### src/verilog/ahb_is_pkg.sv
// Bus widths and the HTRANS, HBURST, HSIZE and HRESP codes
// shared by the AHB input stage

package ahb_is_pkg;

  // --------------------------------------
  // Bus widths
  // --------------------------------------
  localparam int ADDR_W  = 32;  // HADDR
  localparam int TRANS_W = 2;   // HTRANS
  localparam int BURST_W = 3;   // HBURST
  localparam int SIZE_W  = 3;   // HSIZE
  localparam int PROT_W  = 4;   // HPROT
  localparam int RESP_W  = 2;   // HRESP, AHB-Lite uses bit 0 only

  localparam int OFFS_W  = 4;   // Beat offset for wrap check, up to 16 beats

  // --------------------------------------
  // HTRANS codes
  // --------------------------------------
  localparam logic [TRANS_W-1:0] TRN_IDLE   = 2'b00;
  localparam logic [TRANS_W-1:0] TRN_BUSY   = 2'b01;
  localparam logic [TRANS_W-1:0] TRN_NONSEQ = 2'b10;
  localparam logic [TRANS_W-1:0] TRN_SEQ    = 2'b11;

  // HBURST codes
  localparam logic [BURST_W-1:0] BUR_SINGLE = 3'b000;
  localparam logic [BURST_W-1:0] BUR_INCR   = 3'b001;  // Undefined length
  localparam logic [BURST_W-1:0] BUR_WRAP4  = 3'b010;
  localparam logic [BURST_W-1:0] BUR_INCR4  = 3'b011;
  localparam logic [BURST_W-1:0] BUR_WRAP8  = 3'b100;
  localparam logic [BURST_W-1:0] BUR_INCR8  = 3'b101;
  localparam logic [BURST_W-1:0] BUR_WRAP16 = 3'b110;
  localparam logic [BURST_W-1:0] BUR_INCR16 = 3'b111;

  // HSIZE codes handled by the wrap check
  localparam logic [SIZE_W-1:0]  SZ_8       = 3'b000;
  localparam logic [SIZE_W-1:0]  SZ_16      = 3'b001;
  localparam logic [SIZE_W-1:0]  SZ_32      = 3'b010;
  localparam logic [SIZE_W-1:0]  SZ_64      = 3'b011;

  // --------------------------------------
  // HRESP codes
  // --------------------------------------
  localparam logic [RESP_W-1:0]  RSP_OKAY   = 2'b00;
  localparam logic [RESP_W-1:0]  RSP_ERROR  = 2'b01;

endpackage

### src/verilog/ahb_addr_decode.sv
// Address-phase qualification, holding register load strobe
// and registered wrap-boundary flag

`timescale 1ns/1ps

module ahb_addr_decode (
  input  logic                          HCLK,
  input  logic                          HRESETn,
  input  logic                          HSELS,
  input  logic [ahb_is_pkg::ADDR_W-1:0]  HADDRS,
  input  logic [ahb_is_pkg::TRANS_W-1:0] HTRANSS,
  input  logic [ahb_is_pkg::SIZE_W-1:0]  HSIZES,
  input  logic [ahb_is_pkg::BURST_W-1:0] HBURSTS,
  input  logic                          HREADYS,
  output logic                          addr_valid,  // Active transfer to this port
  output logic                          load_reg,    // Capture into holding register
  output logic                          bound        // Beat sits at wrap boundary
);

  import ahb_is_pkg::*;

  logic [OFFS_W-1:0] offset_addr;  // Beat number within the wrap window
  logic [OFFS_W-1:0] check_addr;   // Offset padded with ones for short wraps
  logic              bound_next;
  logic              bound_en;

  // --------------------------------------
  // Address phase qualification
  // --------------------------------------
  // NONSEQ or SEQ only, IDLE and BUSY need no slave action
  assign addr_valid = HSELS & ((HTRANSS == TRN_NONSEQ) | (HTRANSS == TRN_SEQ));
  assign load_reg   = addr_valid & HREADYS;  // Master has finished previous beat

  // --------------------------------------
  // Wrap boundary detection
  // --------------------------------------
  always_comb
  begin
    case (HSIZES)
      SZ_8    : offset_addr = HADDRS[3:0];
      SZ_16   : offset_addr = HADDRS[4:1];
      SZ_32   : offset_addr = HADDRS[5:2];
      SZ_64   : offset_addr = HADDRS[6:3];
      default : offset_addr = HADDRS[3:0];  // Wider beats handled as bytes
    endcase
  end

  // Upper bits forced high so only the wrap length is compared
  always_comb
  begin
    case (HBURSTS)
      BUR_WRAP4  : check_addr = {2'b11, offset_addr[1:0]};
      BUR_WRAP8  : check_addr = {1'b1, offset_addr[2:0]};
      BUR_WRAP16 : check_addr = offset_addr;
      default    : check_addr = '0;  // Incrementing and single never wrap
    endcase
  end

  assign bound_next = &check_addr;           // Last beat before the wrap
  assign bound_en   = HTRANSS[1] & HREADYS;  // Sampled on accepted NONSEQ/SEQ only

  always_ff @(posedge HCLK)
  begin
    if (!HRESETn)
      bound <= 1'b0;
    else if (bound_en)
      bound <= bound_next;
  end

  // Address and control of a valid beat are never X
  a_valid_beat_known : assert property (
    @(posedge HCLK) disable iff (!HRESETn)
    addr_valid |-> !$isunknown({HADDRS, HSIZES, HBURSTS})
  );

endmodule

### src/verilog/ahb_burst_term.sv
// Early burst termination, rewriting HBURST to INCR and
// SEQ/BUSY to NONSEQ/IDLE for an interrupted burst

`timescale 1ns/1ps

module ahb_burst_term (
  input  logic                          HCLK,
  input  logic                          HRESETn,
  input  logic [ahb_is_pkg::TRANS_W-1:0] HTRANSS,
  input  logic                          HREADYS,
  input  logic                          load_reg,
  input  logic                          active_ip,
  input  logic                          bound,      // Wrap boundary of last beat
  input  logic [ahb_is_pkg::TRANS_W-1:0] trans_int,
  input  logic [ahb_is_pkg::BURST_W-1:0] burst_int,
  input  logic [ahb_is_pkg::TRANS_W-1:0] transb,
  output logic [ahb_is_pkg::TRANS_W-1:0] trans_ip,
  output logic [ahb_is_pkg::BURST_W-1:0] burst_ip
);

  import ahb_is_pkg::*;

  logic burst_override;       // Current burst lost the output stage
  logic burst_override_next;

  // --------------------------------------
  // Override tracking
  // --------------------------------------
  // A SEQ beat parked in the holding register means the slave saw the
  // burst broken, so the rest of it is sent as an INCR burst
  always_comb
  begin
    if ((HTRANSS == TRN_NONSEQ) || (HTRANSS == TRN_IDLE))
      burst_override_next = 1'b0;  // Burst over
    else if ((HTRANSS == TRN_SEQ) && load_reg && !active_ip)
      burst_override_next = 1'b1;
    else
      burst_override_next = burst_override;  // BUSY keeps state
  end

  always_ff @(posedge HCLK)
  begin
    if (!HRESETn)
      burst_override <= 1'b0;
    else if (HREADYS)
      burst_override <= burst_override_next;
  end

  // --------------------------------------
  // HTRANS / HBURST rewrite
  // --------------------------------------
  // Past a wrap boundary the address jumps back, so the next beat
  // cannot be SEQ of an INCR burst. Clearing bit 0 gives NONSEQ or IDLE
  assign trans_ip = (burst_override && bound) ? {trans_int[1], 1'b0}
                                              : trans_int;

  // First NONSEQ of a new burst keeps its own HBURST
  assign burst_ip = (burst_override && (transb != TRN_NONSEQ)) ? BUR_INCR
                                                               : burst_int;

endmodule

### src/verilog/ahb_hold_reg.sv
// Holding register, pending-transfer flag and the mux
// between the live and the held address phase

`timescale 1ns/1ps

module ahb_hold_reg (
  input  logic                          HCLK,
  input  logic                          HRESETn,
  input  logic                          load_reg,
  input  logic                          active_ip,    // Output stage grant
  input  logic                          readyout_ip,  // Output stage ready
  input  logic                          HSELS,
  input  logic [ahb_is_pkg::ADDR_W-1:0]  HADDRS,
  input  logic [ahb_is_pkg::TRANS_W-1:0] HTRANSS,
  input  logic                          HWRITES,
  input  logic [ahb_is_pkg::SIZE_W-1:0]  HSIZES,
  input  logic [ahb_is_pkg::BURST_W-1:0] HBURSTS,
  input  logic [ahb_is_pkg::PROT_W-1:0]  HPROTS,
  input  logic                          HMASTLOCKS,
  output logic                          pend_tran_reg,  // Holding register in use
  output logic                          held_tran_ip,   // Request to arbiter
  output logic                          sel_ip,
  output logic [ahb_is_pkg::ADDR_W-1:0]  addr_ip,
  output logic [ahb_is_pkg::TRANS_W-1:0] trans_int,     // Before burst rewrite
  output logic                          write_ip,
  output logic [ahb_is_pkg::SIZE_W-1:0]  size_ip,
  output logic [ahb_is_pkg::BURST_W-1:0] burst_int,     // Before burst rewrite
  output logic [ahb_is_pkg::PROT_W-1:0]  prot_ip,
  output logic                          mastlock_ip,
  output logic [ahb_is_pkg::TRANS_W-1:0] transb         // Original HTRANS of shown beat
);

  import ahb_is_pkg::*;

  logic [TRANS_W-1:0] reg_trans;
  logic [ADDR_W-1:0]  reg_addr;
  logic               reg_write;
  logic [SIZE_W-1:0]  reg_size;
  logic [BURST_W-1:0] reg_burst;
  logic [PROT_W-1:0]  reg_prot;
  logic               reg_mastlock;
  logic               pend_tran;  // Next state of pend_tran_reg

  // --------------------------------------
  // Holding register
  // --------------------------------------
  always_ff @(posedge HCLK)
  begin
    if (!HRESETn)
    begin
      reg_trans    <= TRN_IDLE;
      reg_addr     <= '0;
      reg_write    <= 1'b0;
      reg_size     <= '0;
      reg_burst    <= BUR_SINGLE;
      reg_prot     <= '0;
      reg_mastlock <= 1'b0;
    end
    else if (load_reg)  // Every accepted beat, granted or not
    begin
      reg_trans    <= HTRANSS;
      reg_addr     <= HADDRS;
      reg_write    <= HWRITES;
      reg_size     <= HSIZES;
      reg_burst    <= HBURSTS;
      reg_prot     <= HPROTS;
      reg_mastlock <= HMASTLOCKS;
    end
  end

  // --------------------------------------
  // Pending transfer flag
  // --------------------------------------
  // Set when a beat arrives with no grant, cleared once the output
  // stage has the beat and the slave is ready
  always_comb
  begin
    if (load_reg && !active_ip)
      pend_tran = 1'b1;
    else if (active_ip && readyout_ip)
      pend_tran = 1'b0;
    else
      pend_tran = pend_tran_reg;
  end

  always_ff @(posedge HCLK)
  begin
    if (!HRESETn)
      pend_tran_reg <= 1'b0;
    else
      pend_tran_reg <= pend_tran;
  end

  assign held_tran_ip = load_reg | pend_tran_reg;  // Live or held request

  // --------------------------------------
  // Live / held output mux
  // --------------------------------------
  always_comb
  begin
    if (!pend_tran_reg)
    begin
      sel_ip      = HSELS;  // Straight through
      trans_int   = HTRANSS;
      addr_ip     = HADDRS;
      write_ip    = HWRITES;
      size_ip     = HSIZES;
      burst_int   = HBURSTS;
      prot_ip     = HPROTS;
      mastlock_ip = HMASTLOCKS;
      transb      = HTRANSS;
    end
    else
    begin
      sel_ip      = 1'b1;        // Held beat is always for this port
      trans_int   = TRN_NONSEQ;  // Restarts as a new transfer at the slave
      addr_ip     = reg_addr;
      write_ip    = reg_write;
      size_ip     = reg_size;
      burst_int   = reg_burst;
      prot_ip     = reg_prot;
      mastlock_ip = reg_mastlock;
      transb      = reg_trans;   // Keeps SEQ so the burst can be rewritten
    end
  end

  // Master waits on the held beat, so the register is not reloaded
  a_no_load_while_held : assert property (
    @(posedge HCLK) disable iff (!HRESETn)
    pend_tran_reg |-> !load_reg
  );

endmodule

### src/verilog/ahb_input_stage.sv
// AHB-Lite bus matrix input stage, top level with address decode,
// holding register, burst termination and response

`timescale 1ns/1ps

module ahb_input_stage (
  input  logic                          HCLK,
  input  logic                          HRESETn,
  // Master side
  input  logic                          HSELS,
  input  logic [ahb_is_pkg::ADDR_W-1:0]  HADDRS,
  input  logic [ahb_is_pkg::TRANS_W-1:0] HTRANSS,
  input  logic                          HWRITES,
  input  logic [ahb_is_pkg::SIZE_W-1:0]  HSIZES,
  input  logic [ahb_is_pkg::BURST_W-1:0] HBURSTS,
  input  logic [ahb_is_pkg::PROT_W-1:0]  HPROTS,
  input  logic                          HMASTLOCKS,
  input  logic                          HREADYS,
  output logic                          HREADYOUTS,
  output logic [ahb_is_pkg::RESP_W-1:0]  HRESPS,
  // Output stage side
  input  logic                          active_ip,
  input  logic                          readyout_ip,
  input  logic [ahb_is_pkg::RESP_W-1:0]  resp_ip,
  output logic                          sel_ip,
  output logic [ahb_is_pkg::ADDR_W-1:0]  addr_ip,
  output logic [ahb_is_pkg::TRANS_W-1:0] trans_ip,
  output logic                          write_ip,
  output logic [ahb_is_pkg::SIZE_W-1:0]  size_ip,
  output logic [ahb_is_pkg::BURST_W-1:0] burst_ip,
  output logic [ahb_is_pkg::PROT_W-1:0]  prot_ip,
  output logic                          mastlock_ip,
  output logic                          held_tran_ip
);

  import ahb_is_pkg::*;

  logic               load_reg;
  logic               addr_valid;
  logic               bound;
  logic               pend_tran_reg;
  logic [TRANS_W-1:0] trans_int;  // Mux output ahead of rewrite
  logic [BURST_W-1:0] burst_int;
  logic [TRANS_W-1:0] transb;

  // --------------------------------------
  // Decode
  // --------------------------------------
  ahb_addr_decode ahb_addr_decode_inst (
    .HCLK, .HRESETn, .HSELS, .HADDRS, .HTRANSS, .HSIZES, .HBURSTS, .HREADYS,
    .addr_valid, .load_reg, .bound
  );

  // --------------------------------------
  // Execute
  // --------------------------------------
  ahb_hold_reg ahb_hold_reg_inst (
    .HCLK, .HRESETn, .load_reg, .active_ip, .readyout_ip,
    .HSELS, .HADDRS, .HTRANSS, .HWRITES, .HSIZES, .HBURSTS, .HPROTS, .HMASTLOCKS,
    .pend_tran_reg, .held_tran_ip, .sel_ip, .addr_ip, .trans_int, .write_ip,
    .size_ip, .burst_int, .prot_ip, .mastlock_ip, .transb
  );

  ahb_burst_term ahb_burst_term_inst (
    .HCLK, .HRESETn, .HTRANSS, .HREADYS, .load_reg, .active_ip, .bound,
    .trans_int, .burst_int, .transb, .trans_ip, .burst_ip
  );

  // --------------------------------------
  // Result
  // --------------------------------------
  ahb_resp_gen ahb_resp_gen_inst (
    .HCLK, .HRESETn, .addr_valid, .HREADYS, .pend_tran_reg,
    .readyout_ip, .resp_ip, .HREADYOUTS, .HRESPS
  );

endmodule

### src/verilog/ahb_resp_gen.sv
// Data-phase tracking and HREADYOUTS/HRESPS selection

`timescale 1ns/1ps

module ahb_resp_gen (
  input  logic                         HCLK,
  input  logic                         HRESETn,
  input  logic                         addr_valid,
  input  logic                         HREADYS,
  input  logic                         pend_tran_reg,
  input  logic                         readyout_ip,  // From output stage
  input  logic [ahb_is_pkg::RESP_W-1:0] resp_ip,      // From output stage
  output logic                         HREADYOUTS,
  output logic [ahb_is_pkg::RESP_W-1:0] HRESPS
);

  import ahb_is_pkg::*;

  logic data_valid;  // Data phase of an active transfer

  // --------------------------------------
  // Data phase tracking
  // --------------------------------------
  always_ff @(posedge HCLK)
  begin
    if (!HRESETn)
      data_valid <= 1'b0;
    else if (HREADYS)  // Address phase completes
      data_valid <= addr_valid;
  end

  // --------------------------------------
  // Response selection
  // --------------------------------------
  always_comb
  begin
    if (!data_valid)
    begin
      HREADYOUTS = 1'b1;      // Idle, busy or not selected
      HRESPS     = RSP_OKAY;
    end
    else if (pend_tran_reg)
    begin
      HREADYOUTS = 1'b0;      // Wait state while beat is held
      HRESPS     = RSP_OKAY;
    end
    else
    begin
      HREADYOUTS = readyout_ip;
      HRESPS     = resp_ip;
    end
  end

  // Held beat keeps its data phase open until released
  a_held_in_data_phase : assert property (
    @(posedge HCLK) disable iff (!HRESETn)
    pend_tran_reg |-> data_valid
  );

endmodule
### config.mk
export PLATFORM = sky130hd
export DESIGN_NAME = ahb_input_stage
export DESIGN_NICKNAME = d
export VERILOG_FILES = /design/src/verilog/ahb_is_pkg.sv /design/src/verilog/ahb_addr_decode.sv /design/src/verilog/ahb_burst_term.sv /design/src/verilog/ahb_hold_reg.sv /design/src/verilog/ahb_input_stage.sv /design/src/verilog/ahb_resp_gen.sv
export SDC_FILE = /design/constraint.sdc
export NUM_CORES = 1
export LEC_CHECK = 0
export BUFFER_PORTS_ARGS = -buffer_cell sky130_fd_sc_hd__buf_2
export CAP_MARGIN = 20
export CORE_MARGIN = 2
export CORE_UTILIZATION = 40
export CTS_BUF_LIST = sky130_fd_sc_hd__clkbuf_8
export CTS_CLUSTER_SIZE = 8
export DETAILED_ROUTE_END_ITERATION = 7
export GPL_ROUTABILITY_DRIVEN = 0
export GPL_TIMING_DRIVEN = 1
export PLACE_DENSITY = 0.72
export SLEW_MARGIN = 30
export SYNTH_ARGS = -nofsm -noshare
export SYNTH_HDL_FRONTEND = slang
export SYNTH_SLANG_ARGS = --single-unit
export TNS_END_PERCENT = 20
### constraint.sdc
create_clock -name HCLK -period 2.9 [get_ports HCLK]
set_clock_uncertainty 0.2 [all_clocks]
set_input_delay 0.58 -clock HCLK [delete_from_list [all_inputs] [get_ports HCLK]]
set_output_delay 0.58 -clock HCLK [all_outputs]
set_load 0.05 [all_outputs]
* Word level (Yosys, flattened, before mapping)
Index checks and enable logic that the tools add are counted.
** Operators by class
- Reduce and logical (&&, ||, !) cells :: 13
- Muxes and demuxes :: 21
- Eq/ne operators :: 9
- Bitwise gates (word level) :: 5
** Operator list (count)
- $mux W32 :: 1
- $pmux W4 S3 :: 2
- $mux W1 :: 10
- $eq A3 B2 Y1 const B :: 3
- $mux W3 :: 3
- $mux W2 :: 4
- $eq A3 B3 Y1 const B :: 2
- $logic_and A1 B1 Y1 :: 6
- $eq A2 B2 Y1 const B :: 2
- $mux W4 :: 1
- $reduce_and A4 Y1 :: 1
- $reduce_bool A2 Y1 :: 2
- $and A1 B1 Y1 :: 3
- $eq A3 B1 Y1 const B :: 1
- $logic_not A2 Y1 :: 1
- $ne A2 B2 Y1 const B :: 1
- $or A1 B1 Y1 :: 2
- $reduce_and A2 Y1 :: 1
- $logic_not A1 Y1 :: 1
- $logic_or A1 B1 Y1 :: 1
** Storage, ports and cells
- Flip-flop bits (word level) :: 50
- Output and inout port bits :: 51
- Logic and storage cells :: 59
- Input bits :: 54

* Longest topological paths before layout
- Depth in word-level cells :: 8
- Gate-level depth with buffers :: 5
- Gate-level depth less buffers :: 4

* Modules after synthesis
From an unflattened synthesis, not the netlist that was laid out.
** Unflattened totals
- Cells, all modules :: 256
- Area total of the unflattened synthesis :: 2783.9 um2
** By module, submodules not included
- ahb_hold_reg :: area an instance 2409.8 um2, cells each 209, instances 1, seq. area each 940.9 um2
- ahb_addr_decode :: area an instance 222.7 um2, cells each 30, instances 1, seq. area each 20.0 um2
- ahb_burst_term :: area an instance 88.8 um2, cells each 10, instances 1, seq. area each 20.0 um2
- ahb_resp_gen :: area an instance 62.6 um2, cells each 7, instances 1, seq. area each 20.0 um2

* Worst setup path before layout
No wires, ideal clock.
- Path kind :: input-to-output
- Start point :: input HTRANSS[0] (netlist name)
- End point :: output trans_ip[0] (netlist name)
- Data arrival time :: 1.794 ns
- Data required time :: 2.120 ns
- Stages :: 2
- Slack :: 0.326 ns
- Buffers on the path :: 0
- Cells stage by stage :: inv_1 -> a211oi_1
** On the way
- Longest elaborated chain between the ends :: 2
** Ends and longest elaborated chain
- from (decl) :: RTL line ahb_input_stage.sv:12 : input logic [ahb_is_pkg::TRANS_W-1:0] HTRANSS,
- $mux W2 :: RTL line ahb_hold_reg.sv:101 : if (!pend_tran_reg)
- $mux W1 :: RTL line ahb_burst_term.sv:54 : assign trans_ip = (burst_override && bound) ? {trans_int[1], 1'b0}
- to (decl) :: RTL line ahb_input_stage.sv:27 : output logic [ahb_is_pkg::TRANS_W-1:0] trans_ip,
No other way between the ends.

* Final worst setup path
- Start point :: register ahb_hold_reg_inst.pend_tran_reg
- End point :: output addr_ip[12] (netlist name)
** On the way
- Longest elaborated chain between the ends :: 1
** Ends and longest elaborated chain
- from (decl) :: RTL line ahb_hold_reg.sv:20 : output logic pend_tran_reg,
- from (signal assigned) :: RTL line ahb_hold_reg.sv:91 : pend_tran_reg <= pend_tran;
- $mux W32 :: RTL line ahb_hold_reg.sv:101
- to (decl) :: RTL line ahb_input_stage.sv:26 : output logic [ahb_is_pkg::ADDR_W-1:0] addr_ip,
No other way between the ends.

==> results.md <==
- DRC violations left: 0
- Largest net degree at the start of global routing: 48
- Worst-Margin Slew: 519 ps
- Port Buffer Count: 104
- Synth warnings: 0
- Endpoints failing hold: 0
- Mapped Nets: 359
- Crit path max fanout: 38
- Avg Vias per Cell: 4.99
- CTS resizes: 0
- # diodes: 0
- LEAKAGE: 1.39 nW
- M2 GR Usage: 28.3%
- Router iterations before antenna repair: 4
- Max reg flops: 32
- Max Root-Sink Buffers: 2
- Core footprint: 6720 µm²
- Clock latency on the worst-skew pair: 300 ps
- Most frequent cells in the layout: buf_2, nand2_1, dfxtp_1
- Peak Freq: 385 MHz
- Sequential fraction of the synthesis area: 36.3%
- Met3 usage: 4.36%
- Largest Register: ahb_hold_reg_inst.reg_addr
- Met1 Usage GRT: 20.0%
- RSZ-0062 raised after global routing: no
- Critical path class: reg -> out
- EDFF count, synth: 0
- CP bufs+invs: 2
- Area grow syn2layout: 21.9%
- Final setup violation count: 0
- Max VDD drop: 0.298 mV
- Critical Path Slowest Stage Cell: dfxtp_2
- # IOs: 105
- Drt total wl: 6120 µm
- Power Density: 474 nW/µm²
- Post-route ant nets: 0
- Depth of the CTS H-tree: 2
- Setup_tns: 0 ps
- Clock sinks: 50
- Flops & latches, synth: 50
- Cts hold-fix bufs: 0
- Total Die Area: 7570 µm²
- Pwr Total: 1.59 mW
- Fin crit share: 89.6%
- Synthesized area: 2760 µm²
- Rows: 30
- Total CTS buffers: 5
- Util after Layout: 50.0%
- Dominant synthesized flop cell: dfxtp_1
- Gr ovfl total: 0
- Layout cell share with drive strength beyond 1: 46.3%
- Die height: 87.0 µm
- Most common cell after layout, fill and taps aside: buf_2
- Slowest Stage Delay on Critical Path: 650 ps
- Postcts setup bufs: 0
- Detailed Place HPWL: 4250 µm
- Library cells used by synthesis: 39
- WL/cell: 12.8 µm
- Synth Area per Inst: 9.03 µm²
- Status: completed
- Clock Pin Slew Worst Setup and Hold Paths: 90 ps
- Slew HR: 65.4%
- Delay-heaviest family, CP: flip-flops
- Post-Syn Instances: 305
- Initial antenna violation count: 0
- Initial Utilization: 41.0%
- CP cell instances: buf_12 -> mux2_2 -> buf_2
- CTS tree: yes
- Setup crit start kind: register
- First DRT Iteration DRCs: 72
- Critical Path AT: 1820 ps
- Routed via count: 2380
- First-pass GRT wire length: 9920 µm
- Async set or reset register ratio after synthesis: 0%
- Vias in the first global route: 2232
- Total GRT Usage: 16.2%
- Minimum clock period: 2600 ps
- CTS root buf: clkbuf_8
- Hold Path Class: reg -> reg
- Crit path capture type: output pin
- Max_cap viols: 0
- Final nets: 450
- Final Max Slew Viols: 0
- Req. time, crit path: 2120 ps
- Biggest regs: ahb_hold_reg_inst.reg_addr x32, ahb_hold_reg_inst.reg_prot x4
- Layer with the highest usage: met2
- Die width: 87.0 µm
power by group:
part	leakage (nW)	total [mW]	switching (mW)	internal [mW]
Sequential	0.407	0.722	0.0133	0.709
Clock	0.0607	0.470	0.218	0.251
Combinational	0.922	0.399	0.268	0.131
Total	1.39	1.59	0.500	1.09
worst reg2reg max path, cell delays in order, from the launching register on:
cell,delay [ps]
dfxtp_2,650
buf_12,280
a21oi_1,90
nor2b_1,100
final timing paths:
| path | start | to | slack [ps] | cells after the start |
|---|---|---|---|---|
| worst min-delay path | ahb_hold_reg_inst.reg_addr[1] | ahb_hold_reg_inst.reg_addr[1] | 250 | 2 |
| worst max register to register | ahb_hold_reg_inst.pend_tran_reg | ahb_hold_reg_inst.pend_tran_reg | 1520 | 3 |
| worst min register to register | ahb_hold_reg_inst.reg_addr[1] | ahb_hold_reg_inst.reg_addr[1] | 250 | 2 |
| worst max-delay path | ahb_hold_reg_inst.pend_tran_reg | addr_ip[12] | 300 | 3 |
kinds of logic (layout without fill, tap and decap cells):
logic type	Yosys count	in the layout	synth area share [%]
buffers and inverters	28	120	6.68
AOI/OAI and AO/OA	63	63	20.2
and+or+nand+nor	120	120	19.0
DFF	50	50	36.3
muxes	44	44	17.8
stage by stage:
| stage | std cells | worst slack (ps) | area, µm² | hold WS [ps] |
|---|---|---|---|---|
| detailed placement | 469 | 520 | 3250 | 245 |
| floorplan | 305 | 326 | 2760 | 232 |
| CTS | 477 | 269 | 3360 | 258 |
| global placement | 469 | 530 | 3250 | 237 |
| finish | 477 | 303 | 3360 | 253 |
| global route | 477 | 201 | 3360 | 282 |
metal layers:
layer  vias up  share of wire, %
met5         -                 0
met4         0              0.23
met3         2               5.7
met2        61                48
met1      1107                46
li1       1210                 -
cells in the mapped netlist (3+ instances only):
cell type,number,area [µm²]
mux2_2,40,450
buf_6,3,33.8
nor2_1,7,26.3
clkbuf_1,5,18.8
a21boi_0,12,90.1
a21boi_2,23,259
buf_2,6,30.0
buf_4,7,52.6
nand2_1,93,349
mux2i_1,4,40.0
nand3b_1,3,22.5
inv_1,5,18.8
a21oi_1,3,15.0
a21boi_1,10,75.1
nor2b_1,3,18.8
dfxtp_1,50,1000
cell type report:
type	count	area, µm²
clock buffer	5	68.8
clock inverter	3	37.5
fill	624	3360
inverter	5	18.8
multi-input combinational	227	1580
sequential	50	1000
tap	80	100
timing repair buffer	107	556
No activity file was read; power rests on OpenSTA's default activity.
